[src/source/core_pkg.sv]
// Widths, typedefs and encodings shared by the RV32I subset core
// Only the major opcodes in opcode_e are executed, any other opcode halts the core
// Loads and stores are aligned, no misaligned splitting exists

package core_pkg;

  localparam int unsigned XLEN       = 32;
  localparam int unsigned REG_ADDR_W = 5;
  localparam int unsigned NUM_REGS   = 32;

  // funct3 codes of the kept instructions
  localparam logic [2:0] F3_ADD_SUB = 3'b000;
  localparam logic [2:0] F3_SLT     = 3'b010;
  localparam logic [2:0] F3_XOR     = 3'b100;
  localparam logic [2:0] F3_OR      = 3'b110;
  localparam logic [2:0] F3_AND     = 3'b111;
  localparam logic [2:0] F3_BEQ     = 3'b000;
  localparam logic [2:0] F3_BNE     = 3'b001;
  localparam logic [2:0] F3_LW      = 3'b010;
  localparam logic [2:0] F3_LBU     = 3'b100;
  localparam logic [2:0] F3_SW      = 3'b010;
  localparam logic [2:0] F3_SB      = 3'b000;

  // funct7 codes for register-register ops
  localparam logic [6:0] F7_BASE = 7'b0000000;
  localparam logic [6:0] F7_SUB  = 7'b0100000;

  typedef logic [XLEN-1:0]       word_t;
  typedef logic [REG_ADDR_W-1:0] reg_addr_t;
  typedef logic [3:0]            byte_en_t;

  // Major opcodes, instruction bits [6:0]
  typedef enum logic [6:0] {
    OPC_OP     = 7'b0110011,
    OPC_OP_IMM = 7'b0010011,
    OPC_LUI    = 7'b0110111,
    OPC_BRANCH = 7'b1100011,
    OPC_JAL    = 7'b1101111,
    OPC_LOAD   = 7'b0000011,
    OPC_STORE  = 7'b0100011
  } opcode_e;

  typedef enum logic [2:0] {
    ALU_ADD,
    ALU_SUB,
    ALU_AND,
    ALU_OR,
    ALU_XOR,
    ALU_SLT,
    ALU_PASS_B
  } alu_op_e;

  typedef enum logic [1:0] {
    WB_ALU,
    WB_LOAD,
    WB_LINK
  } wb_sel_e;

  typedef enum logic [1:0] {
    ST_FETCH,
    ST_EXEC,
    ST_MEM,
    ST_HALT
  } ctrl_state_e;

endpackage

[src/source/core_ifs.sv]
// Internal bundles from the decoder to its consumers
// All fields are combinational and meaningful only in EXEC and MEM
// issue_if.we doubles as the retire strobe, rd is zero when nothing is written

`timescale 1ns/1ps

interface issue_if
  import core_pkg::*;
();
  alu_op_e   alu_op;
  word_t     operand_a;
  word_t     operand_b;
  logic      branch_en;
  logic      branch_ne;
  logic      jump;
  word_t     branch_off;
  word_t     pc;
  logic      mem_req;
  logic      mem_we;
  logic      mem_byte;
  word_t     store_data;
  reg_addr_t rd;
  logic      we;
  wb_sel_e   wb_sel;

  modport decode (
    output alu_op, operand_a, operand_b, branch_en, branch_ne, jump, branch_off, pc,
           mem_req, mem_we, mem_byte, store_data, rd, we, wb_sel
  );
  modport execute (
    input alu_op, operand_a, operand_b, branch_en, branch_ne, jump, branch_off, pc, we
  );
  modport memory (input mem_req, mem_we, mem_byte, store_data);
  modport result (input rd, we, wb_sel, pc);
endinterface

interface rf_read_if
  import core_pkg::*;
();
  reg_addr_t rs1;
  reg_addr_t rs2;
  word_t     rdata_a;
  word_t     rdata_b;

  modport request (output rs1, rs2, input rdata_a, rdata_b);
  modport file (input rs1, rs2, output rdata_a, rdata_b);
endinterface

[src/source/register_file.sv]
// 32 x 32 register file with two combinational read ports
// x0 reads as zero and ignores writes, write data is picked by wb_sel

`timescale 1ns/1ps

module register_file
  import core_pkg::*;
(
  input  logic     clk,
  input  logic     rst_ni,
  issue_if.result  issue,
  rf_read_if.file  rf_rd,
  input  word_t    alu_result_i,
  input  word_t    load_data_i
);

  word_t regs_q [1:NUM_REGS-1];
  word_t wdata;

  // Write-back source
  always_comb begin
    unique case (issue.wb_sel)
      WB_LOAD: wdata = load_data_i;
      WB_LINK: wdata = issue.pc + word_t'(4);
      default: wdata = alu_result_i;
    endcase
  end

  always_ff @(posedge clk or negedge rst_ni) begin
    if (!rst_ni) begin
      for (int i = 1; i < NUM_REGS; i++) begin
        regs_q[i] <= '0;
      end
    end else if (issue.we && issue.rd != '0) begin
      regs_q[issue.rd] <= wdata;
    end
  end

  assign rf_rd.rdata_a = (rf_rd.rs1 == '0) ? '0 : regs_q[rf_rd.rs1];
  assign rf_rd.rdata_b = (rf_rd.rs2 == '0) ? '0 : regs_q[rf_rd.rs2];

endmodule

[src/flat_wrapper.sv]
// flat-port wrapper written by rule: the top's interface ports become plain ports
module register_file_flat import core_pkg::*;
  (clk, rst_ni, alu_result_i, load_data_i, issue_rd, issue_we, issue_wb_sel, issue_pc, rf_rd_rs1, rf_rd_rs2, rf_rd_rdata_a, rf_rd_rdata_b);
  issue_if issue_i ();
  rf_read_if rf_rd_i ();
  input  logic clk;
  input  logic rst_ni;
  input  word_t alu_result_i;
  input  word_t load_data_i;
  input wire logic [$bits(issue_i.rd)-1:0] issue_rd;
  input wire logic [$bits(issue_i.we)-1:0] issue_we;
  input wire logic [$bits(issue_i.wb_sel)-1:0] issue_wb_sel;
  input wire logic [$bits(issue_i.pc)-1:0] issue_pc;
  input wire logic [$bits(rf_rd_i.rs1)-1:0] rf_rd_rs1;
  input wire logic [$bits(rf_rd_i.rs2)-1:0] rf_rd_rs2;
  output wire logic [$bits(rf_rd_i.rdata_a)-1:0] rf_rd_rdata_a;
  output wire logic [$bits(rf_rd_i.rdata_b)-1:0] rf_rd_rdata_b;
  assign issue_i.rd = issue_rd;
  assign issue_i.we = issue_we;
  assign issue_i.wb_sel = issue_wb_sel;
  assign issue_i.pc = issue_pc;
  assign rf_rd_i.rs1 = rf_rd_rs1;
  assign rf_rd_i.rs2 = rf_rd_rs2;
  assign rf_rd_rdata_a = rf_rd_i.rdata_a;
  assign rf_rd_rdata_b = rf_rd_i.rdata_b;
  register_file u_core (.clk(clk), .rst_ni(rst_ni), .issue(issue_i), .rf_rd(rf_rd_i), .alu_result_i(alu_result_i), .load_data_i(load_data_i));
endmodule
[config.mk]
export PLATFORM = sky130hd
export DESIGN_NAME = register_file_flat
export DESIGN_NICKNAME = d
export VERILOG_FILES = /design/src/source/core_pkg.sv /design/src/source/core_ifs.sv /design/src/source/register_file.sv /design/src/flat_wrapper.sv
export SDC_FILE = /design/constraint.sdc
export NUM_CORES = 2
export LEC_CHECK = 0
export ABC_CLOCK_PERIOD_IN_PS = 3400
export BUFFER_PORTS_ARGS = -buffer_cell sky130_fd_sc_hd__clkbuf_2
export CAP_MARGIN = 10
export CORE_MARGIN = 2
export CORE_UTILIZATION = 65
export CTS_CLUSTER_SIZE = 12
export DETAILED_ROUTE_END_ITERATION = 16
export PLACE_DENSITY_LB_ADDON = 0.05
export SYNTH_ARGS = -nofsm -noshare
export SYNTH_HDL_FRONTEND = slang
export SYNTH_SLANG_ARGS = --single-unit
[constraint.sdc]
create_clock -name clk -period 3.4 [get_ports clk]
set_input_delay 0.17 -clock clk [delete_from_list [all_inputs] [get_ports clk]]
set_output_delay 0.17 -clock clk [all_outputs]
set_load 0.02 [all_outputs]
; ---- Word level (Yosys, flattened, before mapping)
; Index checks and enable logic that the tools add are counted.
[word_totals]
inputBits = 116
ff_bits = 992
elab_cells = 58
[classes]
eq_ne = 2
n_lt_le_gt_ge = 4
n_bitwise = 3
n_reduce_logical = 5
n_mux = 12
n_addsub = 1
[op_table]
columns = op, n
row1 = $bwmux W992, 1
row2 = $bmux W32 S5, 2
row3 = $mux W32, 7
row4 = $demux W32 S5, 1
row5 = $pmux W32 S2, 1
row6 = $add A32 B3 Y32 const B, 1
row7 = $ge A6 B6 Y1 const B, 3
row8 = $not A5 Y6, 3
row9 = $logic_not A5 Y1, 2
row10 = $lt A6 B1 Y1 const B, 1
row11 = $reduce_bool A5 Y1, 1
row12 = $eq A2 B1 Y1 const B, 1
row13 = $eq A2 B2 Y1 const B, 1
row14 = $logic_and A1 B1 Y1, 2

; ---- Longest topological paths before layout
[depth]
word_depth = 6
ltp_mapped = 11
mapped_depth_nobuf = 8

; ---- Least setup slack after synthesis
; OpenSTA, ideal clock, no wires.
[synth_path]
path_type = in2out
startpoint = input port rf_rd_rs1[0]
endpoint = output port rf_rd_rdata_a[0]
arrival_ps = 2170
path_slack_ps = 1060
cell_stages = 5
path_buffers = 2
path_cell_list = buf_2 > clkbuf_1 > mux4_2 > mux4_2 > mux2_2
[synth_between]
elab_chain_len = 5
[synth_rtl]
columns = item, line_no
row1 = from (decl), flat_wrapper.sv:14  ; input wire logic [$bits(rf_rd_i.rs1)-1:0] rf_rd_rs1;
row2 = $not A5 Y6 (implied by the code), register_file.sv:39  ; assign rf_rd.rdata_a = (rf_rd.rs1 == '0) ? '0 : regs_q[rf_rd.rs1];
row3 = $bmux W32 S5, register_file.sv:39
row4 = $mux W32 (implied by the code) (2 in series), register_file.sv:39
row5 = $mux W32 (*), register_file.sv:39
row6 = to (decl), flat_wrapper.sv:16  ; output wire logic [$bits(rf_rd_i.rdata_a)-1:0] rf_rd_rdata_a;
; Every way passes the cells marked *; elsewhere a longest branch is shown, timed or not. The select of a mux whose other input is x is not followed.

; ---- Worst setup path after layout
[layout_path]
startpoint = input port rf_rd_rs1[0]
endpoint = output port rf_rd_rdata_a[8]
; Same word-level chain as after synthesis.

==> impl_results.md <==
* RSZ-0062 raised after global routing: false
* Number of synthesized register bits at 992
* Biggest register: u_core.regs_q
* Max cap viols at 0
* Number of buffers created by CTS at 106
* Fin Hold WS at 0.02856 ns
* Max-slew headroom at roughly a fifth
* Die Y at 288.7 microns
* Crit end category: output port
* Combinational share of power at 23.0%
* Skew final at 0 ns
* Synth-to-Final Area Change at 11.59%
* Number of flip-flops in the largest register at 992
* First-pass GRT wire length at 243.6 mm
* Post-synthesis sequential area ratio at between 40 and 50%
* Top Ports at 180
* Crit-path max FO at 59
* Grt ovf at 0
* Top-area cell type share of the netlist area at between 40% and 50%
* H-tree lvl count at 3
* Worst vdd ir at 0.5387 mV
* Inst Count DP at about 5500
* Placed Area at 55280 sq um
* Number of setup violations in the final report at 0
* Bufs on Longest Clock Path at 3
* Die X at 288.7 microns
* Area of the core at 80420 sq um
* Most frequent cells in the layout: 992 x dfrtp_1, 731 x nand2_1, 713 x o21ai_0
* Worst-Margin Slew at roughly 1.2 ns
* Worst Hold Class: in -> reg
* DR WL/cell at 28.21 microns
* Initial antenna violation count at 5
* # fillers at 5403
* Hpwl dp at 96.43 mm
* Hold Violations, Final at 0
* Hold Buf Count CTS at 1
* CP Class: in -> out
* Post-CTS Resized at 0
* Reg2Reg Setup Slack at 2.60 ns
* Drt first pass iters at 8
* Clock sinks at 992
* Top FF cell, synth: dfrtp_1
* Sequential fraction of design power at 44.6%
* Yosys warns at 0
* Starting density of the core at between 60% and 70%
* Clock share of power at 32.3%
* TritonCTS clock tree: yes
* Status: finished clean
* Pwr/cell area at about 610 nW/um^2
* Pins Over Slew Limit at 0
* EDFF count, synth at 0
* Peak Freq at 346.9 MHz
* Post-route cell area at 58780 sq um
* Setup TNS at 0 ns
* Row count at 104
* Worst-Skew Late Latency at 0.66 ns
* Async S/R FF share, synth at 100.0%
* Syn avg cell area at 11.73 sq um
* Leakage dissipation at 25.22 nW
* Gpl congestion at 0.8522
* Fin crit share at a little over four fifths
* Pwr Total at 36.10 mW
* Nets at ~4600
* Worst Path Arrival at 2.71 ns
* Via count at 39340
* Startpoint types: input pin
* CP required at 3.23 ns
* Port bufs at between 150 and 200
* Total Routing Usage GR at between 30 and 40%
* Die area at ~83000 sq um
* Share of cells above drive strength 1 at 30.60%
* Vias per cell at 6.945
* Largest net degree at the start of global routing at 84
* Sw power at ~11 mW
* CTS Root Cell: clkbuf_16
* Commonest non-fill, non-tap cell in the layout: dfrtp_1
* Biggest regs: u_core.regs_q: 992 flops
* Final WL at 159.8 mm
* Post-Syn Area at 52680 sq um
* # Post-CTS Setup Buffers at 0
* Synth Instances at 4490
* Routed Antenna Nets at 0
* P_int at 25.34 mW
* Tmin final at 2.882 ns
* Cell variety after synth at 49
* DRC viols at 0
* Initial DRC count at 4901
* Clock transition at the registers of the reported paths at 0.06 ns
* Final Non-Filler Cells at 5664
* Vias in the first global route at 39150
* Switching Share at 29.81%
* Largest cells by area after synthesis: dfrtp_1 47%, mux4_2 25%, o21ai_0 6.9%
* Syn Nets at 4609
* Area leader, netlist: dfrtp_1
==> final timing paths <==
check	start	cells past startpoint	to
worst max-delay path	rf_rd_rs1[0]	7	rf_rd_rdata_a[8]
worst min-delay path	load_data_i[23]	4	u_core.regs_q[695]
worst max register to register	u_core.regs_q[954]	1	u_core.regs_q[954]
worst min register to register	u_core.regs_q[786]	2	u_core.regs_q[786]
max in group asynchronous	rst_ni	3	u_core.regs_q[638]
min in group asynchronous	rst_ni	2	u_core.regs_q[808]
==> kinds of logic after synthesis <==
group / count (synthesis) / synth area share (%)
adders and majority gates: 3 / 0.07127
AOI/OAI and AO/OA: 1141 / 12.11
and+or+nand+nor: 1122 / 8.416
muxes: 736 / 28.05
xor gates and xnor gates: 23 / 0.3824
DFF: 992 / 47.13
buffers and inverters: 473 / 3.850
==> worst max-delay path: stages <==
cell,delay [ns]
buf_8,0.53
nor2b_4,0.41
buf_4,0.29
a22o_1,0.22
mux4_2,0.50
mux2_2,0.34
clkbuf_2,0.17
==> through the flow <==
step,utilization [%],setup WS [ns]
floorplan,-,1.060
global placement,68.74,0.5128
detailed placement,68.74,0.5565
CTS,73.09,0.5383
global route,73.09,0.4342
finish,73.10,0.5175
==> power groups by stage <==
stage               Clock, mW  Combinational [mW]  Sequential [mW]
detailed placement          0                8.22             16.2
floorplan                   0                6.08             15.5
finish                   11.7                8.31             16.1
CTS                      11.7                8.27             16.0
global placement            0                7.97             16.0
global route             12.3                9.04             16.4
==> routing by layer <==
metal / share of wire [%] / GRT usage, % / wire (microns) / vias up
met5: 0.014 / 0 / 23 / -
met2: 46 / 58.81 / 72720 / 2332
met3: 11 / 9.905 / 17790 / 432
met4: 4.4 / 15.85 / 6958 / 4
li1: - / - / - / 16530
met1: 39 / 57.32 / 62300 / 20050
==> cell usage after synthesis (all sizes together) (2+ instances only) <==
cell type and number:
nand2b 7, buf 123, mux2 160, a31oi 3
xnor2 15, and4 4, ha 3, and2 2
a22oi 3, nor2 298, nand2 758, nand4 13
and3 7, nor2b 9, dfrtp 992, o21ai 722
or2 2, a221o 9, inv 4, a222oi 13
nor4 3, nand3 15, mux4 576, a21oi 316
clkbuf 346, xor2 8, a22o 67
==> cell type report <==
class	instances	area [sq um]	area share [%]
Antenna cell	3	7.507	0.01277
Clock buffer	162	3115	5.300
Clock inverter	30	371.6	0.6322
Inverter	4	15.01	0.02554
Multi-Input combinational cell	3025	26000	44.23
Sequential cell	992	24820	42.23
Tap cell	1060	1326	2.256
Timing Repair Buffer	388	3123	5.313
No activity file was read; power rests on OpenSTA's default activity.
