[config.mk]
export PLATFORM = sky130hd
export DESIGN_NAME = load_store_unit_flat
export DESIGN_NICKNAME = d
export VERILOG_FILES = /design/src/source/core_pkg.sv /design/src/source/core_ifs.sv /design/src/source/load_store_unit.sv /design/src/flat_wrapper.sv
export SDC_FILE = /design/constraint.sdc
export NUM_CORES = 1
export LEC_CHECK = 0
export BUFFER_PORTS_ARGS = -buffer_cell sky130_fd_sc_hd__buf_4
export CAP_MARGIN = 5
export CORE_AREA = 4 4 77 79
export CTS_BUF_LIST = sky130_fd_sc_hd__clkbuf_16
export DETAILED_ROUTE_END_ITERATION = 16
export DIE_AREA = 0 0 81 83
export GPL_ROUTABILITY_DRIVEN = 0
export PLACE_DENSITY = 0.69
export SETUP_SLACK_MARGIN = 0.1
export SLEW_MARGIN = 20
export SYNTH_ARGS = -nofsm -noshare
export SYNTH_HDL_FRONTEND = slang
export SYNTH_SLANG_ARGS = --single-unit
[constraint.sdc]
create_clock -name clk -period 1 [get_ports clk]
set_clock_uncertainty 0.2 [all_clocks]
set_input_delay 0.1 -clock clk [delete_from_list [all_inputs] [get_ports clk]]
set_output_delay 0.1 -clock clk [all_outputs]
set_load 0.03 [all_outputs]
[src/source/core_pkg.sv]
// Widths, typedefs and encodings shared by the RV32I subset core
// Only the major opcodes in opcode_e are executed, any other opcode halts the core
// Loads and stores are aligned, no misaligned splitting exists

package core_pkg;

  localparam int unsigned XLEN       = 32;
  localparam int unsigned REG_ADDR_W = 5;
  localparam int unsigned NUM_REGS   = 32;

  // funct3 codes of the kept instructions
  localparam logic [2:0] F3_ADD_SUB = 3'b000;
  localparam logic [2:0] F3_SLT     = 3'b010;
  localparam logic [2:0] F3_XOR     = 3'b100;
  localparam logic [2:0] F3_OR      = 3'b110;
  localparam logic [2:0] F3_AND     = 3'b111;
  localparam logic [2:0] F3_BEQ     = 3'b000;
  localparam logic [2:0] F3_BNE     = 3'b001;
  localparam logic [2:0] F3_LW      = 3'b010;
  localparam logic [2:0] F3_LBU     = 3'b100;
  localparam logic [2:0] F3_SW      = 3'b010;
  localparam logic [2:0] F3_SB      = 3'b000;

  // funct7 codes for register-register ops
  localparam logic [6:0] F7_BASE = 7'b0000000;
  localparam logic [6:0] F7_SUB  = 7'b0100000;

  typedef logic [XLEN-1:0]       word_t;
  typedef logic [REG_ADDR_W-1:0] reg_addr_t;
  typedef logic [3:0]            byte_en_t;

  // Major opcodes, instruction bits [6:0]
  typedef enum logic [6:0] {
    OPC_OP     = 7'b0110011,
    OPC_OP_IMM = 7'b0010011,
    OPC_LUI    = 7'b0110111,
    OPC_BRANCH = 7'b1100011,
    OPC_JAL    = 7'b1101111,
    OPC_LOAD   = 7'b0000011,
    OPC_STORE  = 7'b0100011
  } opcode_e;

  typedef enum logic [2:0] {
    ALU_ADD,
    ALU_SUB,
    ALU_AND,
    ALU_OR,
    ALU_XOR,
    ALU_SLT,
    ALU_PASS_B
  } alu_op_e;

  typedef enum logic [1:0] {
    WB_ALU,
    WB_LOAD,
    WB_LINK
  } wb_sel_e;

  typedef enum logic [1:0] {
    ST_FETCH,
    ST_EXEC,
    ST_MEM,
    ST_HALT
  } ctrl_state_e;

endpackage

[src/source/core_ifs.sv]
// Internal bundles from the decoder to its consumers
// All fields are combinational and meaningful only in EXEC and MEM
// issue_if.we doubles as the retire strobe, rd is zero when nothing is written

`timescale 1ns/1ps

interface issue_if
  import core_pkg::*;
();
  alu_op_e   alu_op;
  word_t     operand_a;
  word_t     operand_b;
  logic      branch_en;
  logic      branch_ne;
  logic      jump;
  word_t     branch_off;
  word_t     pc;
  logic      mem_req;
  logic      mem_we;
  logic      mem_byte;
  word_t     store_data;
  reg_addr_t rd;
  logic      we;
  wb_sel_e   wb_sel;

  modport decode (
    output alu_op, operand_a, operand_b, branch_en, branch_ne, jump, branch_off, pc,
           mem_req, mem_we, mem_byte, store_data, rd, we, wb_sel
  );
  modport execute (
    input alu_op, operand_a, operand_b, branch_en, branch_ne, jump, branch_off, pc, we
  );
  modport memory (input mem_req, mem_we, mem_byte, store_data);
  modport result (input rd, we, wb_sel, pc);
endinterface


[src/source/load_store_unit.sv]
// Data port sequencing for LW, LBU, SW and SB
// The address is word aligned on the port, byte lanes come from data_be_o
// Word accesses assume a word aligned effective address

`timescale 1ns/1ps

module load_store_unit
  import core_pkg::*;
(
  input  logic     clk,
  input  logic     rst_ni,
  issue_if.memory  issue,
  input  word_t    alu_result_i,
  output logic     data_req_o,
  input  logic     data_gnt_i,
  input  logic     data_rvalid_i,
  output logic     data_we_o,
  output byte_en_t data_be_o,
  output word_t    data_addr_o,
  output word_t    data_wdata_o,
  input  word_t    data_rdata_i,
  output word_t    load_data_o,
  output logic     mem_done_o
);

  logic       req_q;
  logic       wait_q;
  logic [1:0] offset;
  logic [7:0] load_byte;

  assign offset = alu_result_i[1:0];

  always_ff @(posedge clk or negedge rst_ni) begin
    if (!rst_ni) begin
      req_q  <= 1'b0;
      wait_q <= 1'b0;
    end else begin
      if (issue.mem_req) begin
        req_q <= 1'b1;
      end else if (data_gnt_i) begin
        req_q <= 1'b0;
      end
      if (req_q && data_gnt_i) begin
        wait_q <= 1'b1;
      end else if (data_rvalid_i) begin
        wait_q <= 1'b0;
      end
    end
  end

  assign data_req_o  = req_q;
  assign data_we_o   = issue.mem_we;
  assign data_addr_o = {alu_result_i[XLEN-1:2], 2'b00};
  assign mem_done_o  = wait_q & data_rvalid_i;

  // One-hot lane for bytes, store byte copied to every lane
  assign data_be_o    = issue.mem_byte ? byte_en_t'(4'b0001 << offset) : 4'b1111;
  assign data_wdata_o = issue.mem_byte ? {4{issue.store_data[7:0]}} : issue.store_data;

  // LBU zero-extends the addressed lane
  assign load_byte   = data_rdata_i[{offset, 3'b000} +: 8];
  assign load_data_o = issue.mem_byte ? {{(XLEN-8){1'b0}}, load_byte} : data_rdata_i;

endmodule

[src/flat_wrapper.sv]
// flat-port wrapper written by rule: the top's interface ports become plain ports
module load_store_unit_flat import core_pkg::*;
  (clk, rst_ni, alu_result_i, data_req_o, data_gnt_i, data_rvalid_i, data_we_o, data_be_o, data_addr_o, data_wdata_o, data_rdata_i, load_data_o, mem_done_o, issue_mem_req, issue_mem_we, issue_mem_byte, issue_store_data);
  issue_if issue_i ();
  input  logic clk;
  input  logic rst_ni;
  input  word_t alu_result_i;
  output logic data_req_o;
  input  logic data_gnt_i;
  input  logic data_rvalid_i;
  output logic data_we_o;
  output byte_en_t data_be_o;
  output word_t data_addr_o;
  output word_t data_wdata_o;
  input  word_t data_rdata_i;
  output word_t load_data_o;
  output logic mem_done_o;
  input wire logic [$bits(issue_i.mem_req)-1:0] issue_mem_req;
  input wire logic [$bits(issue_i.mem_we)-1:0] issue_mem_we;
  input wire logic [$bits(issue_i.mem_byte)-1:0] issue_mem_byte;
  input wire logic [$bits(issue_i.store_data)-1:0] issue_store_data;
  assign issue_i.mem_req = issue_mem_req;
  assign issue_i.mem_we = issue_mem_we;
  assign issue_i.mem_byte = issue_mem_byte;
  assign issue_i.store_data = issue_store_data;
  load_store_unit u_core (.clk(clk), .rst_ni(rst_ni), .issue(issue_i), .alu_result_i(alu_result_i), .data_req_o(data_req_o), .data_gnt_i(data_gnt_i), .data_rvalid_i(data_rvalid_i), .data_we_o(data_we_o), .data_be_o(data_be_o), .data_addr_o(data_addr_o), .data_wdata_o(data_wdata_o), .data_rdata_i(data_rdata_i), .load_data_o(load_data_o), .mem_done_o(mem_done_o));
endmodule
# == Yosys cells after proc, flatten, opt, wreduce, memory -nomap -nowiden ==
# Cells that the tools add are included.
# word_totals
ff_bits,2
inputBits,103
out_inout_bits,103
elab_cells,15
# op_classes
n_shift,2
mux,7
bitwise,1
n_reduce_logical,3
# ops
operator,count
$mux 32,2
$shiftx 32x6->8,1
$mux 1,4
$mux 4,1
$reduce_bool 2->1,2
$shl 1x2->4 const A,1
$and 1x1->1,1
$logic_and 1x1->1,1

# == Logic depth before layout (Yosys ltp) ==
# Gate-level depths: netlist (run 1).
# logic_depth
depth_word,2
depth_mapped,5
ltp_nobuf,3

# == Worst setup path before layout (run 1) ==
# No wires, ideal clock.
# synth_path
kind,in2out
from,input port alu_result_i[1]
to,output port data_be_o[0]
t_arrival_ns,1.159
t_required_ns,0.700
path_slack_ns,-0.459
path_stages,4
path_buffers,3
path_cell_list,buf_6 -> buf_12 -> buf_12 -> o21ai_0
# synth_via
elab_chain_len,2
# synth_rtl
element,line,text
start: declaration,flat_wrapper.sv:7,input word_t alu_result_i;
$shl 1x2->4,load_store_unit.sv:57,assign data_be_o = issue.mem_byte ? byte_en_t'(4'b0001 << offset) : 4'b1111;
$mux 4,load_store_unit.sv:57,
end: declaration,flat_wrapper.sv:12,output byte_en_t data_be_o;
# No other way between the ends.

# == Worst setup path after layout (run 1) ==
# layout_path
from,input port issue_mem_byte
to,output port load_data_o[2]
# layout_via
elab_chain_len,1
# layout_rtl
element,line,text
start: declaration,flat_wrapper.sv:20,input wire logic [$bits(issue_i.mem_byte)-1:0] issue_mem_byte;
$mux 32,load_store_unit.sv:62,"assign load_data_o = issue.mem_byte ? {{(XLEN-8){1'b0}}, load_byte} : data_rdata_i;"
end: declaration,flat_wrapper.sv:16,output word_t load_data_o;
# No other way between the ends.

==> metrics.txt, run 1 <==
unrepaired setup endpoints after global routing yes; die width 81 um; largest net degree at the start of global routing 10; run status finished with violations; Final nets 433; adder-cell share of the synthesized area 0%; post-synth top area share 27.1%; Post-Synthesis Cells 188; # setup viols final 48; area fraction in and, or, nand and nor cells after synthesis 21.6%; hold crit path type in -> reg; Die H 83 um; area leader, netlist buf_4; Worst-Skew Late Latency 0.22 ns; peak supply drop 0.00116 V; clock sinks 2; DRT Pass-1 Iters 4; period utilization 119%; ranking of synthesized cells by area buf_4, nor2b_1, o21ai_0; layout cells sized above 1 86.6%; WP data required 0.70 ns; CTS Buf Count 3; Final ANT Viol Nets 0; startpoint types input pin; IO Port Bufs 141; Max-Cap Viols 0; row count 27; sequential area share after synthesis 4.21%; post-route setup slack -0.186 ns; post-synthesis mux area share 7.57%; synth-to-layout area growth 229%; post-synthesis compound-gate area fraction 23.8%; Top Ports 206; Arrival @ worst endpoint 0.89 ns; Cell Area, Synth 1190 um^2; Final HPWL DP 4350 um; Core Util, Final 73.3%; hold_ws -0.139 ns; xor/xnor share of the synthesized area 0%; DR iter-0 viols 20; crit path time final 1.19 ns; Reg clk slew, reported paths 0.03 ns; number of global-route vias before repair 2007; first-pass GRT wire length 10100 um; Vias 1825; WL final 6930 um; Initial Utilization 22.3%; root buffer cell clkbuf_16; largest family of logic cells by synthesized area buffers and inverters; Vias/cell 4.55; P per Cell Area 761 nW/um^2; Antenna Cells 0; H-tree depth 1; Core Box Area 5340 um^2; CTS tree yes; grt ovf 0; final hold vios 2; initial antenna violation count 0; critical path type in -> out; fmax 843 MHz; die area 6720 um^2; hold_buf cts 1; CP Capture Type output pin; FF+latch count, synth 2; DRC violations left 0; failing checks hold timing, setup timing; Synth cell types 20; Overall Global Routing Usage 18.6%; Yosys warnings 0; crit path max fanout 8; Clock Tree Buf Depth 2; fin. max-slew vios 0; Avg Inst Size Synth 6.33 um^2; Avg WL per Cell 17.3 um; TNS Setup -4.30 ns; total leakage power 1.83 nW
## cell usage after synthesis, drive strengths merged
cell / count
o21ai: 37
clkinv: 1
a21oi: 8
dfrtp: 2
o22ai: 8
nand3b: 8
nor2b: 24
mux2: 8
conb: 1
and2: 1
inv: 27
nand2: 10
a21o: 1
buf: 50
clkbuf: 2
## path summary, 6_finish.rpt
path	from	to	slack, ns	cells after the start
setup / recovery	issue_mem_byte	load_data_o[2]	-0.19	6
hold / removal	issue_mem_req	u_core.data_req_o	-0.14	2
setup reg to reg	u_core.wait_q	u_core.wait_q	-0.02	4
hold reg to reg	u_core.data_req_o	u_core.data_req_o	0.32	1
max in group asynchronous	rst_ni	u_core.data_req_o	0.48	2
min in group asynchronous	rst_ni	u_core.data_req_o	0.02	2
## registers in the layout, indices dropped and copies added, names as in the netlist
signal,count
u_core.wait_q,1
u_core.data_req_o,1
## worst max-delay path, cell delays in order
cell      delay (ns)
buf_16          0.14
buf_12          0.15
nand3b_1        0.12
o21ai_2         0.09
a21oi_4         0.13
buf_6           0.14
## cells by family after synthesis
kind of cell | count (synthesis)
AOI/OAI and AO/OA | 54
buffers and inverters | 80
DFF | 2
muxes | 8
other | 1
and+or+nand+nor | 43
## report_power, final
| part | internal (W) | switching, W | leakage, nW |
|---|---|---|---|
| clock | 0.000515 | 0.000104 | 0.0423 |
| sequential | 0.0000890 | 0.00000601 | 0.0217 |
| combinational | 0.00116 | 0.00111 | 1.77 |
| total | 0.00176 | 0.00122 | 1.83 |
## cell type report
class | count | area, um^2
clock buffers | 3 | 75.1
repair buffers | 188 | 2060
clock inverters | 1 | 3.75
fillers | 347 | 1420
flip-flops and latches | 2 | 51.3
inverters | 28 | 118
well taps | 72 | 90.1
multi-input cells | 107 | 1520
## per-layer routing
layer | up-vias | global-route usage (%) | part of all wire [%]
met1 | 850 | 17.4 | 31
li1 | 852 | - | -
met3 | 16 | 5.42 | 9.7
met2 | 107 | 37.9 | 58
met5 | - | 0 | 0
met4 | 0 | 3.84 | 1.1
## placed cells by master, fill, tap and decap left out
cell            n
a21oi_4         8
o22ai_4         8
nand2_8         9
dfrtp_1         1
mux2_4          8
inv_1          26
o21ai_2         8
a21o_1          1
buf_12         15
nand2_1         1
buf_8           5
inv_2           2
nor2b_1         3
buf_6          70
and2_4          1
buf_16          7
o21ai_1         1
buf_4          89
dfrtp_2         1
dlygate4sd3_1   1
conb_1          2
nand3b_1        8
o21ai_4        28
nor2b_4        21
clkinv_8        1
clkbuf_16       4
## timing repair
item                                    in CTS  in global routing
endpoints found under the hold margin        4                  2
setup buffers                               16                  6
cloned                                       5                  1
endpoints found under the setup margin      62                 64
pin swaps                                   20                 14
gates resized for setup                    125                 26
## metrics by stage
stage | power (W) | instances | worst slack [ns] | area, um^2
after floorplan | 0.00140 | 189 | -0.0584 | 1910
after global routing | 0.00310 | 401 | -0.195 | 3910
after CTS | 0.00291 | 396 | -0.173 | 3770
final | 0.00298 | 401 | -0.186 | 3910
after detailed placement | 0.00179 | 370 | -0.323 | 2820
after global placement | 0.00177 | 370 | -0.298 | 2820
Note: power is estimated with default switching activity, not from simulation.
==> run 2, diff against run 1 <==
==> constraint.sdc (replaced) <==
create_clock -name clk -period 1 [get_ports clk]
set_clock_uncertainty 0.2 [all_clocks]
set_input_delay 0.05 -clock clk [delete_from_list [all_inputs] [get_ports clk]]
set_output_delay 0.05 -clock clk [all_outputs]
set_load 0.03 [all_outputs]
==> run 2 against run 1 <==
  * The run still ends with hold timing, setup timing left
  * Register-to-register slack lost 0.03 ns
  * Cell count grew 7.0%
  * Design area grew 3.8%
  * First-iteration DRC count grew 10%
  * Non-clock buffer count grew 28
  * Core utilization grew 2.8 points
  * Setup slack gained 0.053 ns
  * Global-route usage grew 3.5 points
  * Power grew 5.4%
  * Flip-flop and latch count is the same
  * Clock power shrank 1%
  * Critical path type is now reg -> out
==> metrics.txt, run 2 (synthesis gave the netlist of run 1 again) <==
Core Box Area 5340 um^2 (unchanged); startpoint types register (was input pin); Final ANT Viol Nets 0 (unchanged); Arrival @ worst endpoint 0.88 ns (was 0.89 ns); post-route setup slack -0.133 ns (was -0.186 ns); final hold vios 4 (was 2); commonest cells after routing, fill and taps aside buf_4, buf_6, dlymetal6s4s_1 (was buf_4, buf_6, o21ai_4); critical path type reg -> out (was in -> out); area of the multi-input gates 1420 um^2 (was 1520 um^2); cell count after placement 379 (was 370); failing checks hold timing, setup timing (unchanged); hold crit path type in -> reg (unchanged); period utilization 113% (was 119%); WP data required 0.75 ns (was 0.70 ns); H-tree depth 1 (unchanged); fill count 315 (was 347); GR Layer Usage met2 42.1% (was 37.9%); P per Cell Area 773 nW/um^2 (was 761 nW/um^2); die width 81 um (unchanged); final cell count without fillers 429 (was 401); largest net degree at the start of global routing 9 (was 10); clock sinks 2 (unchanged); hold_ws -0.167 ns (was -0.139 ns); met1 GRT Util 22.0% (was 17.4%); hold_buf cts 32 (was 1); CP cell instances and2_4 -> buf_6 (was buf_16 -> buf_12 -> nand3b_1 -> o21ai_2 -> a21oi_4 -> buf_6); row count 27 (unchanged); total leakage power 2.17 nW (was 1.83 nW); Worst path max stage delay 0.38 ns (was 0.15 ns); Design Area, Final 4060 um^2 (was 3910 um^2); switching share of power 43.0% (was 40.8%); first-pass GRT wire length 11700 um (was 10100 um); WL final 8280 um (was 6930 um); # setup viols final 11 (was 48); CTS Buf Count 3 (unchanged); Reg clk slew, reported paths 0.03 ns (about the same); number of global-route vias before repair 2249 (was 2007); grt peak-use layer met2 (unchanged); DRT Pass-1 Iters 4 (unchanged); fin. max-slew vios 0 (unchanged); Pint 0.00179 W (was 0.00176 W); Reg power frac 3.0% (was 3.2%); unrepaired setup endpoints after global routing yes (unchanged); Top Ports 206 (unchanged); Avg WL per Cell 19.3 um (was 17.3 um); Clock Tree Buf Depth 2 (unchanged); Pwr Total 0.00314 W (was 0.00298 W); Initial Utilization 22.3% (unchanged); root buffer cell clkbuf_16 (unchanged); Die H 83 um (unchanged); Vias 1960 (was 1825); peak supply drop 0.00180 V (was 0.00116 V); Core Util, Final 76.1% (was 73.3%); run status finished with violations (unchanged); sw power 0.00135 W (was 0.00122 W); crit path time final 1.13 ns (was 1.19 ns); pre-CTS setup slack -0.325 ns (was -0.323 ns); Worst-Skew Late Latency 0.22 ns (about the same); Vias/cell 4.57 (was 4.55); Post-DP Area 2640 um^2 (was 2820 um^2); met3 Use GR 7.92% (was 5.42%); leading cell type in the layout, fill and taps excluded buf_4 (unchanged); Antenna Cells 0 (unchanged); Slowest-stage cell, CP dfrtp_1 (was buf_12); fmax 883 MHz (was 843 MHz); Combinational Power Share 77.5% (was 76.0%); Clock power frac 19.5% (was 20.8%); initial antenna violation count 1 (was 0); CP Capture Type output pin (unchanged); DRC violations left 0 (unchanged); grt ovf 0 (unchanged); Final HPWL DP 4350 um (about the same); crit path max fanout 2 (was 8); CTS tree yes (unchanged); die area 6720 um^2 (unchanged); IO Port Bufs 141 (unchanged); Final nets 461 (was 433); Register Area 51.3 um^2 (unchanged); Max-Cap Viols 0 (unchanged); layout cells sized above 1 79.0% (was 86.6%); Overall Global Routing Usage 22.1% (was 18.6%); synth-to-layout area growth 241% (was 229%); DR iter-0 viols 22 (was 20)
==> run 2: changes by cell type in the layout (fill, tap and decap cells not counted), moves of 2 or more <==
| cell | before | now |
|---|---|---|
| buf_6 | 70 | 66 |
| o21ai_2 | 8 | 15 |
| nand2_8 | 9 | 7 |
| o21ai_4 | 28 | 20 |
| buf_8 | 5 | 8 |
| buf_4 | 89 | 97 |
| buf_12 | 15 | 5 |
| dlymetal6s4s_1 | 0 | 31 |
| nor2b_4 | 21 | 18 |
| nor2b_2 | 0 | 4 |
| nand2_4 | 0 | 2 |
==> run 2: power groups by stage <==
| stage | logic [W] | registers (W) | clock network, W |
|---|---|---|---|
| 2_1_floorplan | 0.00118 | 0.0000986 | 0 |
| 3_3_place_gp | 0.00158 | 0.0000940 | 0 |
| 3_5_place_dp | 0.00159 | 0.0000942 | 0 |
| 4_1_cts | 0.00224 | 0.0000937 | 0.000614 |
| 5_1_grt | 0.00254 | 0.0000959 | 0.000634 |
| 6_report | 0.00243 | 0.0000954 | 0.000611 |
==> run 2: cell type report <==
type	instances	share of cell area [%]
Clock buffer	3	1.85
Clock inverter	1	0.0924
Inverter	28	2.71
Multi-Input combinational cell	107	35.0
Sequential cell	2	1.26
Tap cell	72	2.22
Timing Repair Buffer	216	56.9
==> run 2: stage by stage <==
step | TNS, ns | hold slack, ns
3_3_place_gp | -6.17 | -0.368
5_1_grt | -0.752 | -0.166
2_1_floorplan | -0.400 | -0.446
6_report | -0.474 | -0.167
3_5_place_dp | -6.60 | -0.368
4_1_cts | -1.11 | -0.185
==> run 2: critical path, delay by kind of cell, from the launching register on <==
family	cells	cell delay, ns
flops	1	0.38
buf+inv	1	0.13
simple gates	1	0.15
==> run 2: path summary, 6_finish.rpt <==
check	startpoint	to	slack, ns	depth (start not counted)
max	u_core.wait_q	mem_done_o	-0.13	2
min	issue_mem_req	u_core.data_req_o	-0.17	2
min in group asynchronous	rst_ni	u_core.data_req_o	-0.05	2
max reg2reg	u_core.wait_q	u_core.wait_q	-0.05	4
max in group asynchronous	rst_ni	u_core.data_req_o	0.55	2
min reg2reg	u_core.data_req_o	u_core.data_req_o	0.35	1
==> run 2: layer usage <==
layer | share of wire, % | up-vias
li1 | - | 911
met2 | 55 | 132
met4 | 1.5 | 2
met1 | 33 | 902
met5 | 0.16 | -
met3 | 11 | 13
==> run 2: timing repair <==
action / 4_1_cts / 5_1_grt
setup buffers: 5 / 3
hold endpoints to repair: 35 / 4
endpoints found under the setup margin: 61 / 85
cloned: 7 / 0
pin swaps: 29 / 19
gates resized for setup: 121 / 76
