### src/source/core_pkg.sv
// Widths, typedefs and encodings shared by the RV32I subset core
// Only the major opcodes in opcode_e are executed, any other opcode halts the core
// Loads and stores are aligned, no misaligned splitting exists

package core_pkg;

  localparam int unsigned XLEN       = 32;
  localparam int unsigned REG_ADDR_W = 5;
  localparam int unsigned NUM_REGS   = 32;

  // funct3 codes of the kept instructions
  localparam logic [2:0] F3_ADD_SUB = 3'b000;
  localparam logic [2:0] F3_SLT     = 3'b010;
  localparam logic [2:0] F3_XOR     = 3'b100;
  localparam logic [2:0] F3_OR      = 3'b110;
  localparam logic [2:0] F3_AND     = 3'b111;
  localparam logic [2:0] F3_BEQ     = 3'b000;
  localparam logic [2:0] F3_BNE     = 3'b001;
  localparam logic [2:0] F3_LW      = 3'b010;
  localparam logic [2:0] F3_LBU     = 3'b100;
  localparam logic [2:0] F3_SW      = 3'b010;
  localparam logic [2:0] F3_SB      = 3'b000;

  // funct7 codes for register-register ops
  localparam logic [6:0] F7_BASE = 7'b0000000;
  localparam logic [6:0] F7_SUB  = 7'b0100000;

  typedef logic [XLEN-1:0]       word_t;
  typedef logic [REG_ADDR_W-1:0] reg_addr_t;
  typedef logic [3:0]            byte_en_t;

  // Major opcodes, instruction bits [6:0]
  typedef enum logic [6:0] {
    OPC_OP     = 7'b0110011,
    OPC_OP_IMM = 7'b0010011,
    OPC_LUI    = 7'b0110111,
    OPC_BRANCH = 7'b1100011,
    OPC_JAL    = 7'b1101111,
    OPC_LOAD   = 7'b0000011,
    OPC_STORE  = 7'b0100011
  } opcode_e;

  typedef enum logic [2:0] {
    ALU_ADD,
    ALU_SUB,
    ALU_AND,
    ALU_OR,
    ALU_XOR,
    ALU_SLT,
    ALU_PASS_B
  } alu_op_e;

  typedef enum logic [1:0] {
    WB_ALU,
    WB_LOAD,
    WB_LINK
  } wb_sel_e;

  typedef enum logic [1:0] {
    ST_FETCH,
    ST_EXEC,
    ST_MEM,
    ST_HALT
  } ctrl_state_e;

endpackage

### src/source/core_ifs.sv
// Internal bundles from the decoder to its consumers
// All fields are combinational and meaningful only in EXEC and MEM
// issue_if.we doubles as the retire strobe, rd is zero when nothing is written

`timescale 1ns/1ps

interface issue_if
  import core_pkg::*;
();
  alu_op_e   alu_op;
  word_t     operand_a;
  word_t     operand_b;
  logic      branch_en;
  logic      branch_ne;
  logic      jump;
  word_t     branch_off;
  word_t     pc;
  logic      mem_req;
  logic      mem_we;
  logic      mem_byte;
  word_t     store_data;
  reg_addr_t rd;
  logic      we;
  wb_sel_e   wb_sel;

  modport decode (
    output alu_op, operand_a, operand_b, branch_en, branch_ne, jump, branch_off, pc,
           mem_req, mem_we, mem_byte, store_data, rd, we, wb_sel
  );
  modport execute (
    input alu_op, operand_a, operand_b, branch_en, branch_ne, jump, branch_off, pc, we
  );
  modport memory (input mem_req, mem_we, mem_byte, store_data);
  modport result (input rd, we, wb_sel, pc);
endinterface

interface rf_read_if
  import core_pkg::*;
();
  reg_addr_t rs1;
  reg_addr_t rs2;
  word_t     rdata_a;
  word_t     rdata_b;

  modport request (output rs1, rs2, input rdata_a, rdata_b);
  modport file (input rs1, rs2, output rdata_a, rdata_b);
endinterface

### src/source/decode_unit.sv
// Instruction decoder and control FSM, one instruction in flight at a time
// Unsupported opcodes or funct fields send the FSM to HALT, which never exits
// EXEC lasts one cycle, MEM lasts until the load/store unit reports completion

`timescale 1ns/1ps

module decode_unit
  import core_pkg::*;
(
  input  logic       clk,
  input  logic       rst_ni,
  input  word_t      instr_i,
  input  word_t      pc_i,
  input  logic       instr_done_i,
  input  logic       mem_done_i,
  output logic       fetch_start_o,
  output logic       halted_o,
  issue_if.decode    issue,
  rf_read_if.request rf_rd
);

  ctrl_state_e state_q;
  ctrl_state_e state_d;
  logic        fetch_busy_q;

  opcode_e     opcode;
  logic [2:0]  funct3;
  logic [6:0]  funct7;
  word_t       imm_i;
  word_t       imm_s;
  word_t       imm_b;
  word_t       imm_u;
  word_t       imm_j;

  alu_op_e     alu_op;
  wb_sel_e     wb_sel;
  word_t       imm;
  logic        use_imm;
  logic        rd_we;
  logic        is_mem;
  logic        mem_we;
  logic        mem_byte;
  logic        branch_en;
  logic        branch_ne;
  logic        jump;
  logic        illegal;

  ////////////////////////////////////////////////////////////////////////////
  // Fields and immediates
  ////////////////////////////////////////////////////////////////////////////

  assign opcode = opcode_e'(instr_i[6:0]);
  assign funct3 = instr_i[14:12];
  assign funct7 = instr_i[31:25];

  assign imm_i = {{(XLEN-12){instr_i[31]}}, instr_i[31:20]};
  assign imm_s = {{(XLEN-12){instr_i[31]}}, instr_i[31:25], instr_i[11:7]};
  assign imm_b = {{(XLEN-12){instr_i[31]}}, instr_i[7], instr_i[30:25], instr_i[11:8], 1'b0};
  assign imm_u = {instr_i[31:12], 12'b0};
  assign imm_j = {{(XLEN-20){instr_i[31]}}, instr_i[19:12], instr_i[20], instr_i[30:21], 1'b0};

  ////////////////////////////////////////////////////////////////////////////
  // Decoder
  ////////////////////////////////////////////////////////////////////////////

  always_comb begin
    alu_op    = ALU_ADD;
    wb_sel    = WB_ALU;
    imm       = imm_i;
    use_imm   = 1'b0;
    rd_we     = 1'b0;
    is_mem    = 1'b0;
    mem_we    = 1'b0;
    mem_byte  = 1'b0;
    branch_en = 1'b0;
    branch_ne = 1'b0;
    jump      = 1'b0;
    illegal   = 1'b0;
    unique case (opcode)
      OPC_OP, OPC_OP_IMM: begin
        rd_we   = 1'b1;
        use_imm = (opcode == OPC_OP_IMM);
        unique case (funct3)
          F3_ADD_SUB: alu_op = (!use_imm && funct7 == F7_SUB) ? ALU_SUB : ALU_ADD;
          F3_SLT:     alu_op = ALU_SLT;
          F3_XOR:     alu_op = ALU_XOR;
          F3_OR:      alu_op = ALU_OR;
          F3_AND:     alu_op = ALU_AND;
          default:    illegal = 1'b1;
        endcase
        // Only SUB may carry a nonzero funct7
        if (!use_imm && funct7 != F7_BASE && !(funct3 == F3_ADD_SUB && funct7 == F7_SUB)) begin
          illegal = 1'b1;
        end
      end
      OPC_LUI: begin
        rd_we   = 1'b1;
        use_imm = 1'b1;
        imm     = imm_u;
        alu_op  = ALU_PASS_B;
      end
      OPC_BRANCH: begin
        branch_en = 1'b1;
        alu_op    = ALU_SUB;
        branch_ne = (funct3 == F3_BNE);
        illegal   = (funct3 != F3_BEQ) && (funct3 != F3_BNE);
      end
      OPC_JAL: begin
        jump   = 1'b1;
        rd_we  = 1'b1;
        wb_sel = WB_LINK;
      end
      OPC_LOAD: begin
        is_mem   = 1'b1;
        rd_we    = 1'b1;
        use_imm  = 1'b1;
        wb_sel   = WB_LOAD;
        mem_byte = (funct3 == F3_LBU);
        illegal  = (funct3 != F3_LW) && (funct3 != F3_LBU);
      end
      OPC_STORE: begin
        is_mem   = 1'b1;
        mem_we   = 1'b1;
        use_imm  = 1'b1;
        imm      = imm_s;
        mem_byte = (funct3 == F3_SB);
        illegal  = (funct3 != F3_SW) && (funct3 != F3_SB);
      end
      default: illegal = 1'b1;
    endcase
  end

  ////////////////////////////////////////////////////////////////////////////
  // Control FSM
  ////////////////////////////////////////////////////////////////////////////

  always_comb begin
    state_d = state_q;
    unique case (state_q)
      ST_FETCH: begin
        if (instr_done_i) begin
          state_d = ST_EXEC;
        end
      end
      ST_EXEC: begin
        if (illegal) begin
          state_d = ST_HALT;
        end else if (is_mem) begin
          state_d = ST_MEM;
        end else begin
          state_d = ST_FETCH;
        end
      end
      ST_MEM: begin
        if (mem_done_i) begin
          state_d = ST_FETCH;
        end
      end
      default: state_d = ST_HALT;
    endcase
  end

  always_ff @(posedge clk or negedge rst_ni) begin
    if (!rst_ni) begin
      state_q      <= ST_FETCH;
      fetch_busy_q <= 1'b0;
    end else begin
      state_q <= state_d;
      if (fetch_start_o) begin
        fetch_busy_q <= 1'b1;
      end else if (instr_done_i) begin
        fetch_busy_q <= 1'b0;
      end
    end
  end

  // One start pulse per visit to FETCH
  assign fetch_start_o = (state_q == ST_FETCH) && !fetch_busy_q;
  assign halted_o      = (state_q == ST_HALT);

  assign rf_rd.rs1 = instr_i[19:15];
  assign rf_rd.rs2 = instr_i[24:20];

  assign issue.alu_op     = alu_op;
  assign issue.operand_a  = rf_rd.rdata_a;
  assign issue.operand_b  = use_imm ? imm : rf_rd.rdata_b;
  assign issue.branch_en  = branch_en;
  assign issue.branch_ne  = branch_ne;
  assign issue.jump       = jump;
  assign issue.branch_off = jump ? imm_j : imm_b;
  assign issue.pc         = pc_i;
  assign issue.mem_req    = is_mem && !illegal && (state_q == ST_EXEC);
  assign issue.mem_we     = mem_we;
  assign issue.mem_byte   = mem_byte;
  assign issue.store_data = rf_rd.rdata_b;
  assign issue.rd         = rd_we ? instr_i[11:7] : '0;
  assign issue.wb_sel     = wb_sel;

  // Retire at the end of EXEC, or on mem_done for loads and stores
  assign issue.we = ((state_q == ST_EXEC) && !is_mem && !illegal) ||
                    ((state_q == ST_MEM) && mem_done_i);

endmodule

### src/flat_wrapper.sv
// flat-port wrapper written by rule: the top's interface ports become plain ports
module decode_unit_flat import core_pkg::*;
  (clk, rst_ni, instr_i, pc_i, instr_done_i, mem_done_i, fetch_start_o, halted_o, issue_alu_op, issue_operand_a, issue_operand_b, issue_branch_en, issue_branch_ne, issue_jump, issue_branch_off, issue_pc, issue_mem_req, issue_mem_we, issue_mem_byte, issue_store_data, issue_rd, issue_we, issue_wb_sel, rf_rd_rs1, rf_rd_rs2, rf_rd_rdata_a, rf_rd_rdata_b);
  issue_if issue_i ();
  rf_read_if rf_rd_i ();
  input  logic clk;
  input  logic rst_ni;
  input  word_t instr_i;
  input  word_t pc_i;
  input  logic instr_done_i;
  input  logic mem_done_i;
  output logic fetch_start_o;
  output logic halted_o;
  output wire logic [$bits(issue_i.alu_op)-1:0] issue_alu_op;
  output wire logic [$bits(issue_i.operand_a)-1:0] issue_operand_a;
  output wire logic [$bits(issue_i.operand_b)-1:0] issue_operand_b;
  output wire logic [$bits(issue_i.branch_en)-1:0] issue_branch_en;
  output wire logic [$bits(issue_i.branch_ne)-1:0] issue_branch_ne;
  output wire logic [$bits(issue_i.jump)-1:0] issue_jump;
  output wire logic [$bits(issue_i.branch_off)-1:0] issue_branch_off;
  output wire logic [$bits(issue_i.pc)-1:0] issue_pc;
  output wire logic [$bits(issue_i.mem_req)-1:0] issue_mem_req;
  output wire logic [$bits(issue_i.mem_we)-1:0] issue_mem_we;
  output wire logic [$bits(issue_i.mem_byte)-1:0] issue_mem_byte;
  output wire logic [$bits(issue_i.store_data)-1:0] issue_store_data;
  output wire logic [$bits(issue_i.rd)-1:0] issue_rd;
  output wire logic [$bits(issue_i.we)-1:0] issue_we;
  output wire logic [$bits(issue_i.wb_sel)-1:0] issue_wb_sel;
  output wire logic [$bits(rf_rd_i.rs1)-1:0] rf_rd_rs1;
  output wire logic [$bits(rf_rd_i.rs2)-1:0] rf_rd_rs2;
  input wire logic [$bits(rf_rd_i.rdata_a)-1:0] rf_rd_rdata_a;
  input wire logic [$bits(rf_rd_i.rdata_b)-1:0] rf_rd_rdata_b;
  assign issue_alu_op = issue_i.alu_op;
  assign issue_operand_a = issue_i.operand_a;
  assign issue_operand_b = issue_i.operand_b;
  assign issue_branch_en = issue_i.branch_en;
  assign issue_branch_ne = issue_i.branch_ne;
  assign issue_jump = issue_i.jump;
  assign issue_branch_off = issue_i.branch_off;
  assign issue_pc = issue_i.pc;
  assign issue_mem_req = issue_i.mem_req;
  assign issue_mem_we = issue_i.mem_we;
  assign issue_mem_byte = issue_i.mem_byte;
  assign issue_store_data = issue_i.store_data;
  assign issue_rd = issue_i.rd;
  assign issue_we = issue_i.we;
  assign issue_wb_sel = issue_i.wb_sel;
  assign rf_rd_rs1 = rf_rd_i.rs1;
  assign rf_rd_rs2 = rf_rd_i.rs2;
  assign rf_rd_i.rdata_a = rf_rd_rdata_a;
  assign rf_rd_i.rdata_b = rf_rd_rdata_b;
  decode_unit u_core (.clk(clk), .rst_ni(rst_ni), .instr_i(instr_i), .pc_i(pc_i), .instr_done_i(instr_done_i), .mem_done_i(mem_done_i), .fetch_start_o(fetch_start_o), .halted_o(halted_o), .issue(issue_i), .rf_rd(rf_rd_i));
endmodule
### config.mk
export PLATFORM = sky130hd
export DESIGN_NAME = decode_unit_flat
export DESIGN_NICKNAME = d
export VERILOG_FILES = /design/src/source/core_pkg.sv /design/src/source/core_ifs.sv /design/src/source/decode_unit.sv /design/src/flat_wrapper.sv
export SDC_FILE = /design/constraint.sdc
export NUM_CORES = 1
export LEC_CHECK = 0
export BUFFER_PORTS_ARGS = -buffer_cell sky130_fd_sc_hd__clkbuf_2
export CAP_MARGIN = 30
export CORE_AREA = 2 2 124 126
export CTS_CLUSTER_SIZE = 28
export DETAILED_ROUTE_END_ITERATION = 10
export DIE_AREA = 0 0 126 128
export RECOVER_POWER = 50
export SLEW_MARGIN = 20
export SYNTH_ARGS = -nofsm -noshare
export SYNTH_HDL_FRONTEND = slang
export SYNTH_SLANG_ARGS = --single-unit
### constraint.sdc
create_clock -name clk -period 2.9 [get_ports clk]
set_input_delay 0.725 -clock clk [delete_from_list [all_inputs] [get_ports clk]]
set_output_delay 0.725 -clock clk [all_outputs]
set_load 0.01 [all_outputs]
==> Word-level counts from Yosys, hierarchy flattened <==
Index checks and enable logic that the tools add are counted.
{ "word_totals": {"regBits": 3, "latchBits": 0, "ram_bits": 0, "rom_bits": 0, "word_cells": 80, "n_memories": 0} }
{ "op_classes": {"addsub": 0, "n_mul": 0, "div_mod_pow": 0, "magnitude_cmp": 0, "n_eq_ne": 21, "shifts": 0, "mux": 26, "bitwise_logic": 0, "reduce_logical": 31} }
{ "op_table": {"columns": ["op", "n"], "rows": [
  ["$pmux W31 S2", 1],
  ["$mux W32", 1],
  ["$eq A7 B6 Y1 const B", 4],
  ["$mux W20", 1],
  ["$pmux W3 S5", 1],
  ["$eq A7 B7 Y1 const B", 2],
  ["$logic_and A1 B1 Y1", 13],
  ["$mux W1", 11],
  ["$reduce_or A5 Y1", 2],
  ["$eq A3 B3 Y1 const B", 3],
  ["$pmux W3 S3", 1],
  ["$mux W2", 4],
  ["$eq A7 B2 Y1 const B", 1],
  ["$eq A7 B5 Y1 const B", 1],
  ["$reduce_bool A7 Y1", 1],
  ["$pmux W2 S3", 1],
  ["$reduce_or A2 Y1", 3],
  ["$logic_not A1 Y1", 5],
  ["$mux W5", 1],
  ["$pmux W1 S5", 1],
  ["$eq A2 B2 Y1 const B", 2],
  ["$ne A2 B2 Y1 const B", 2],
  ["$pmux W1 S2", 2],
  ["$pmux W2 S2", 1],
  ["other kinds (13)", 13]
]} }

==> Depth between registers and ports, before layout <==
{ "logic_depth": {"depth_word": 9, "depth_mapped": 8, "mapped_depth_nobuf": 5} }

==> Least setup slack after synthesis <==
OpenSTA, ideal clock, no wires.
{ "synth_path": {"kind": "input -> output", "from": "in instr_i[2]", "to": "out issue_mem_byte", "arrival_time_ns": 2.043, "setup_slack_ns": 0.132, "stages": 5, "path_buffers": 1, "path_cell_list": "buf_6 or3b_4 nor4_4 mux2i_1 nor3_1"} }
{ "synth_between": {"elab_chain_cells": 2, "elab_cells_between_ends": 3, "classes_between": "2 x eq/ne; 1 x mux"} }
{ "synth_rtl": {"columns": ["item", "line_no", "source"], "rows": [
  ["start, declared", "flat_wrapper.sv:8", "input word_t instr_i;"],
  ["$eq A7 B6 Y1 or $eq A7 B2 Y1 (tied branches)", "decode_unit.sv:79", "unique case (opcode)"],
  ["$pmux W1 S2 *", "decode_unit.sv:79", null],
  ["end, declared", "flat_wrapper.sv:24", "output wire logic [$bits(issue_i.mem_byte)-1:0] issue_mem_byte;"]
]} }
Every way passes the cells marked *; elsewhere a longest branch is shown, timed or not.

==> Final worst setup path <==
{ "layout_path": {"from": "in instr_i[2]", "to": "out issue_we"} }
{ "layout_between": {"elab_chain_cells": 9, "elab_cells_between_ends": 21, "classes_between": "7 x eq/ne; 3 x mux; 11 x reduce/logical"} }
{ "layout_rtl": {"columns": ["item", "line_no", "source"], "rows": [
  ["$eq A7 B5 Y1", "decode_unit.sv:79, decode_unit.sv:82", null],
  ["$logic_not A1 Y1", "decode_unit.sv:92", "if (!use_imm && funct7 != F7_BASE && !(funct3 == F3_ADD_SUB && funct7 == F7_SUB)) begin"],
  ["$logic_and A1 B1 Y1 (2 in a row)", "decode_unit.sv:92", null],
  ["$mux W1", "decode_unit.sv:92", null],
  ["$pmux W1 S5", "decode_unit.sv:79", null],
  ["$logic_not A1 Y1", "decode_unit.sv:200", "assign issue.we = ((state_q == ST_EXEC) && !is_mem && !illegal) ||"],
  ["$logic_and A1 B1 Y1 *", "decode_unit.sv:200", null],
  ["$logic_or A1 B1 Y1 *", "decode_unit.sv:200", null],
  ["end, declared", "flat_wrapper.sv:27", "output wire logic [$bits(issue_i.we)-1:0] issue_we;"]
]} }
Marks and branches as above.

==> out/metrics.yaml <==
run_status: "finished with violations"
violations: "setup timing"
hp-class: "input port to async pin"
grt_max_degree: 39
htree_levels: 1
rows: 45
portBuffers: 191
cp.arrival_ns: 2.20
gp_congestion: 0.769
drive_gt1_share_pct: 66.2
clk_pin_slew_worst_paths_ns: 0.03
worst_path_dominant_cell_family: "simple AND/OR/NAND/NOR gates"
syn_avg_cell_area_sq_um: 7.66
ys.flop_type: "dfrtp_1"
crit_path_end_kind: "output port"
clock_skew_ns: 0.00114
crit_type: "input port to output port"
yosys_warnings: 0
firstDrtPassIters: 4
fin_ws_ns: -0.0291
crit_start: "instr_i[2]"
nets: 530
diodes: 0
multi_input_area_sq_um: 1130
wirelength_mm: 9.98
yosysSeqAreaShare_pct: 3.39
path_cells: "buf_8 > buf_6 > or3b_4 > buf_6 > nor4b_4 > o21ai_2 > nand4_1 > mux2i_1 > buf_2"
slowest_delay_ns: 0.41
synth_edf_count: 0
slew_violations: 0
grt.total_usage_pct: 10.9
cp_max_fo: 4
place_ws_ns: -0.231
viasPerCell: 3.96
cts_max_path_buffers: 2
post-route-period-util_pct: 101
clock_latency_ns: 0.22
leakage_nw: 1.60
antenna_found_initial: 0
wire_per_inst_um: 17.1
post_synth_inst_count: 289
drc: 0
synth.distinct_cells: 44
worst_path_max_delay_cell: "or3b_4"
min_period_ns: 2.93
rsz0062_at_grt: "yes"
hpwl_mm: 8.13
fmax_ghz: 0.341
cts-root-buf: "clkbuf_16"
die_w_um: 126
syn-num-nets: 421
r2r_start: "u_core.state_q[0]$_DFFE_PN0P_"
filler_cell_count: 1696
clkSinkCount: 3
crit_path_frequent_cell: "buf_6"
grt_pass1_vias: 2067
finalSetupViolations: 6
critical_path_buf_inv_count: 4
cts_tree: "yes"
syn_to_final_growth_pct: 35.4
ios: 321
overflow: 0
grt_pass1_wl_mm: 13.2
core_area_sq_um: 14900
irDropWorstVdd_uv: 610
ys_seq_elements: 3
ant_nets: 0
start_kind: "input port"
start_util_pct: 14.9
drt_iter0_drc: 81
final_util_pct: 20.2
power.total_w: 0.000705
die_area_sq_um: 16100
crit_required_ns: 2.17
ys_async_sr_fraction_pct: 100
regArea_sq_um: 75.1
via_count: 2315
p_per_area_nw_per_um2: 235
die_h_um: 128
cap_viol_max_count: 0
hold_viol_final: 0
numCtsBuffers: 3
syn_area_sq_um: 2210
repair_timing:
action,4_1_cts,5_1_grt
hold buffers,0,0
buffers inserted,15,7
setup endpoints to repair,34,23
gates cloned,0,1
gates resized for setup,16,27
pin swaps,10,12
registers in the layout, indices dropped and copies added, names as in the netlist:
signal               count
u_core.fetch_busy_q      1
u_core.state_q           2
cell type report:
class | count | share of cell area [%]
Clock buffer | 4 | 2.63
Inverter | 2 | 0.250
Multi-Input combinational cell | 141 | 37.7
Sequential cell | 3 | 2.50
Tap cell | 188 | 7.85
Timing Repair Buffer | 247 | 49.0
stage by stage:
| step | hold WS, ns | TNS [ns] | instances | area (sq um) |
|---|---|---|---|---|
| 2_1_floorplan | 0.429 | 0 | 289 | 2210 |
| 3_3_place_gp | 0.463 | -7.55 | 557 | 2570 |
| 3_5_place_dp | 0.467 | -3.21 | 558 | 2590 |
| 4_1_cts | 0.295 | -1.25 | 577 | 2870 |
| 5_1_grt | 0.326 | -1.27 | 585 | 3000 |
| 6_report | 0.313 | -0.0775 | 585 | 3000 |
power breakdown:
group / switching [W] / leakage, nW / internal (W)
registers: 0.0000132 / 0.0324 / 0.0000501
clock network: 0.0000373 / 0.0382 / 0.000181
logic: 0.000216 / 1.53 / 0.000207
total: 0.000266 / 1.60 / 0.000439
layer usage:
layer / global-route usage [%] / part of all wire (%) / vias up
met5: 0 / 0 / -
met3: 1.59 / 5.7 / 38
li1: - / - / 1099
met4: 3.17 / 3.0 / 0
met1: 14.0 / 42 / 1069
met2: 18.8 / 49 / 109
logic make-up (layout without fill, tap and decap cells):
group	count (synthesis)	count (layout)	synth area share (%)
compound gates	56	56	20.5
flops	3	3	3.39
mux	15	15	7.12
buf+inv	145	253	49.6
other cells	1	1	0.169
xor+xnor	4	4	1.58
simple gates	65	65	17.6
cells in the mapped netlist, types with 3 or more instances:
cell type,n,share of area (%)
a22oi_1,5,1.7
o21bai_1,3,1.0
buf_6,9,4.6
nand4_1,3,0.85
and2_1,7,2.0
nor3_1,6,1.4
a21oi_1,3,0.68
a22o_1,3,1.2
clkbuf_1,4,0.68
buf_2,3,0.68
a21o_1,10,3.4
nor2b_1,4,1.1
nor2_1,16,2.7
mux2_2,6,3.1
a221o_1,18,8.1
mux2i_1,9,4.1
nand3_1,4,0.90
buf_4,126,43
o21ai_1,5,1.1
nand2_1,12,2.0
dfrtp_1,3,3.4
path summary, 6_finish.rpt:
check,end,slack [ns],cells after the start
min in group clk,u_core.fetch_busy_q$_DFFE_PN0P_,0.48,1
setup / recovery,issue_we,-0.03,9
hold reg to reg,u_core.fetch_busy_q$_DFFE_PN0P_,0.48,1
setup reg to reg,u_core.state_q[0]$_DFFE_PN0P_,0.89,9
hold / removal,u_core.state_q[0]$_DFFE_PN0P_,0.31,1
max in group asynchronous,u_core.state_q[1]$_DFFE_PN0P_,2.42,1
worst reg2reg max path, delay by kind of cell, from the launching register on:
kind | cells | cell delay, ns
buffers and inverters | 6 | 0.77
AOI/OAI and AO/OA | 1 | 0.36
and+or+nand+nor | 2 | 0.32
DFF | 1 | 0.44
placed cells by master, fill, tap and decap left out, types with 2 or more instances in the layout:
master,count
clkbuf_1,23
a21o_1,10
a22o_1,3
nor2_2,2
nor2b_1,2
nand3_2,3
xnor2_1,2
a21oi_1,2
clkbuf_16,4
mux2i_1,8
nor3_1,4
buf_6,9
a221o_1,18
a22oi_2,3
o21ai_0,2
xor2_1,2
a22oi_1,2
and2_1,7
nor2_4,2
buf_2,9
dfrtp_1,3
o21ai_1,5
nand2_1,12
o21bai_1,3
buf_4,42
mux2_2,6
inv_1,2
nand4_1,3
nor2b_2,2
nor4_4,3
buf_12,4
nor2_1,14
clkbuf_2,158
buf_8,2
(Power assumes the default switching activity.)
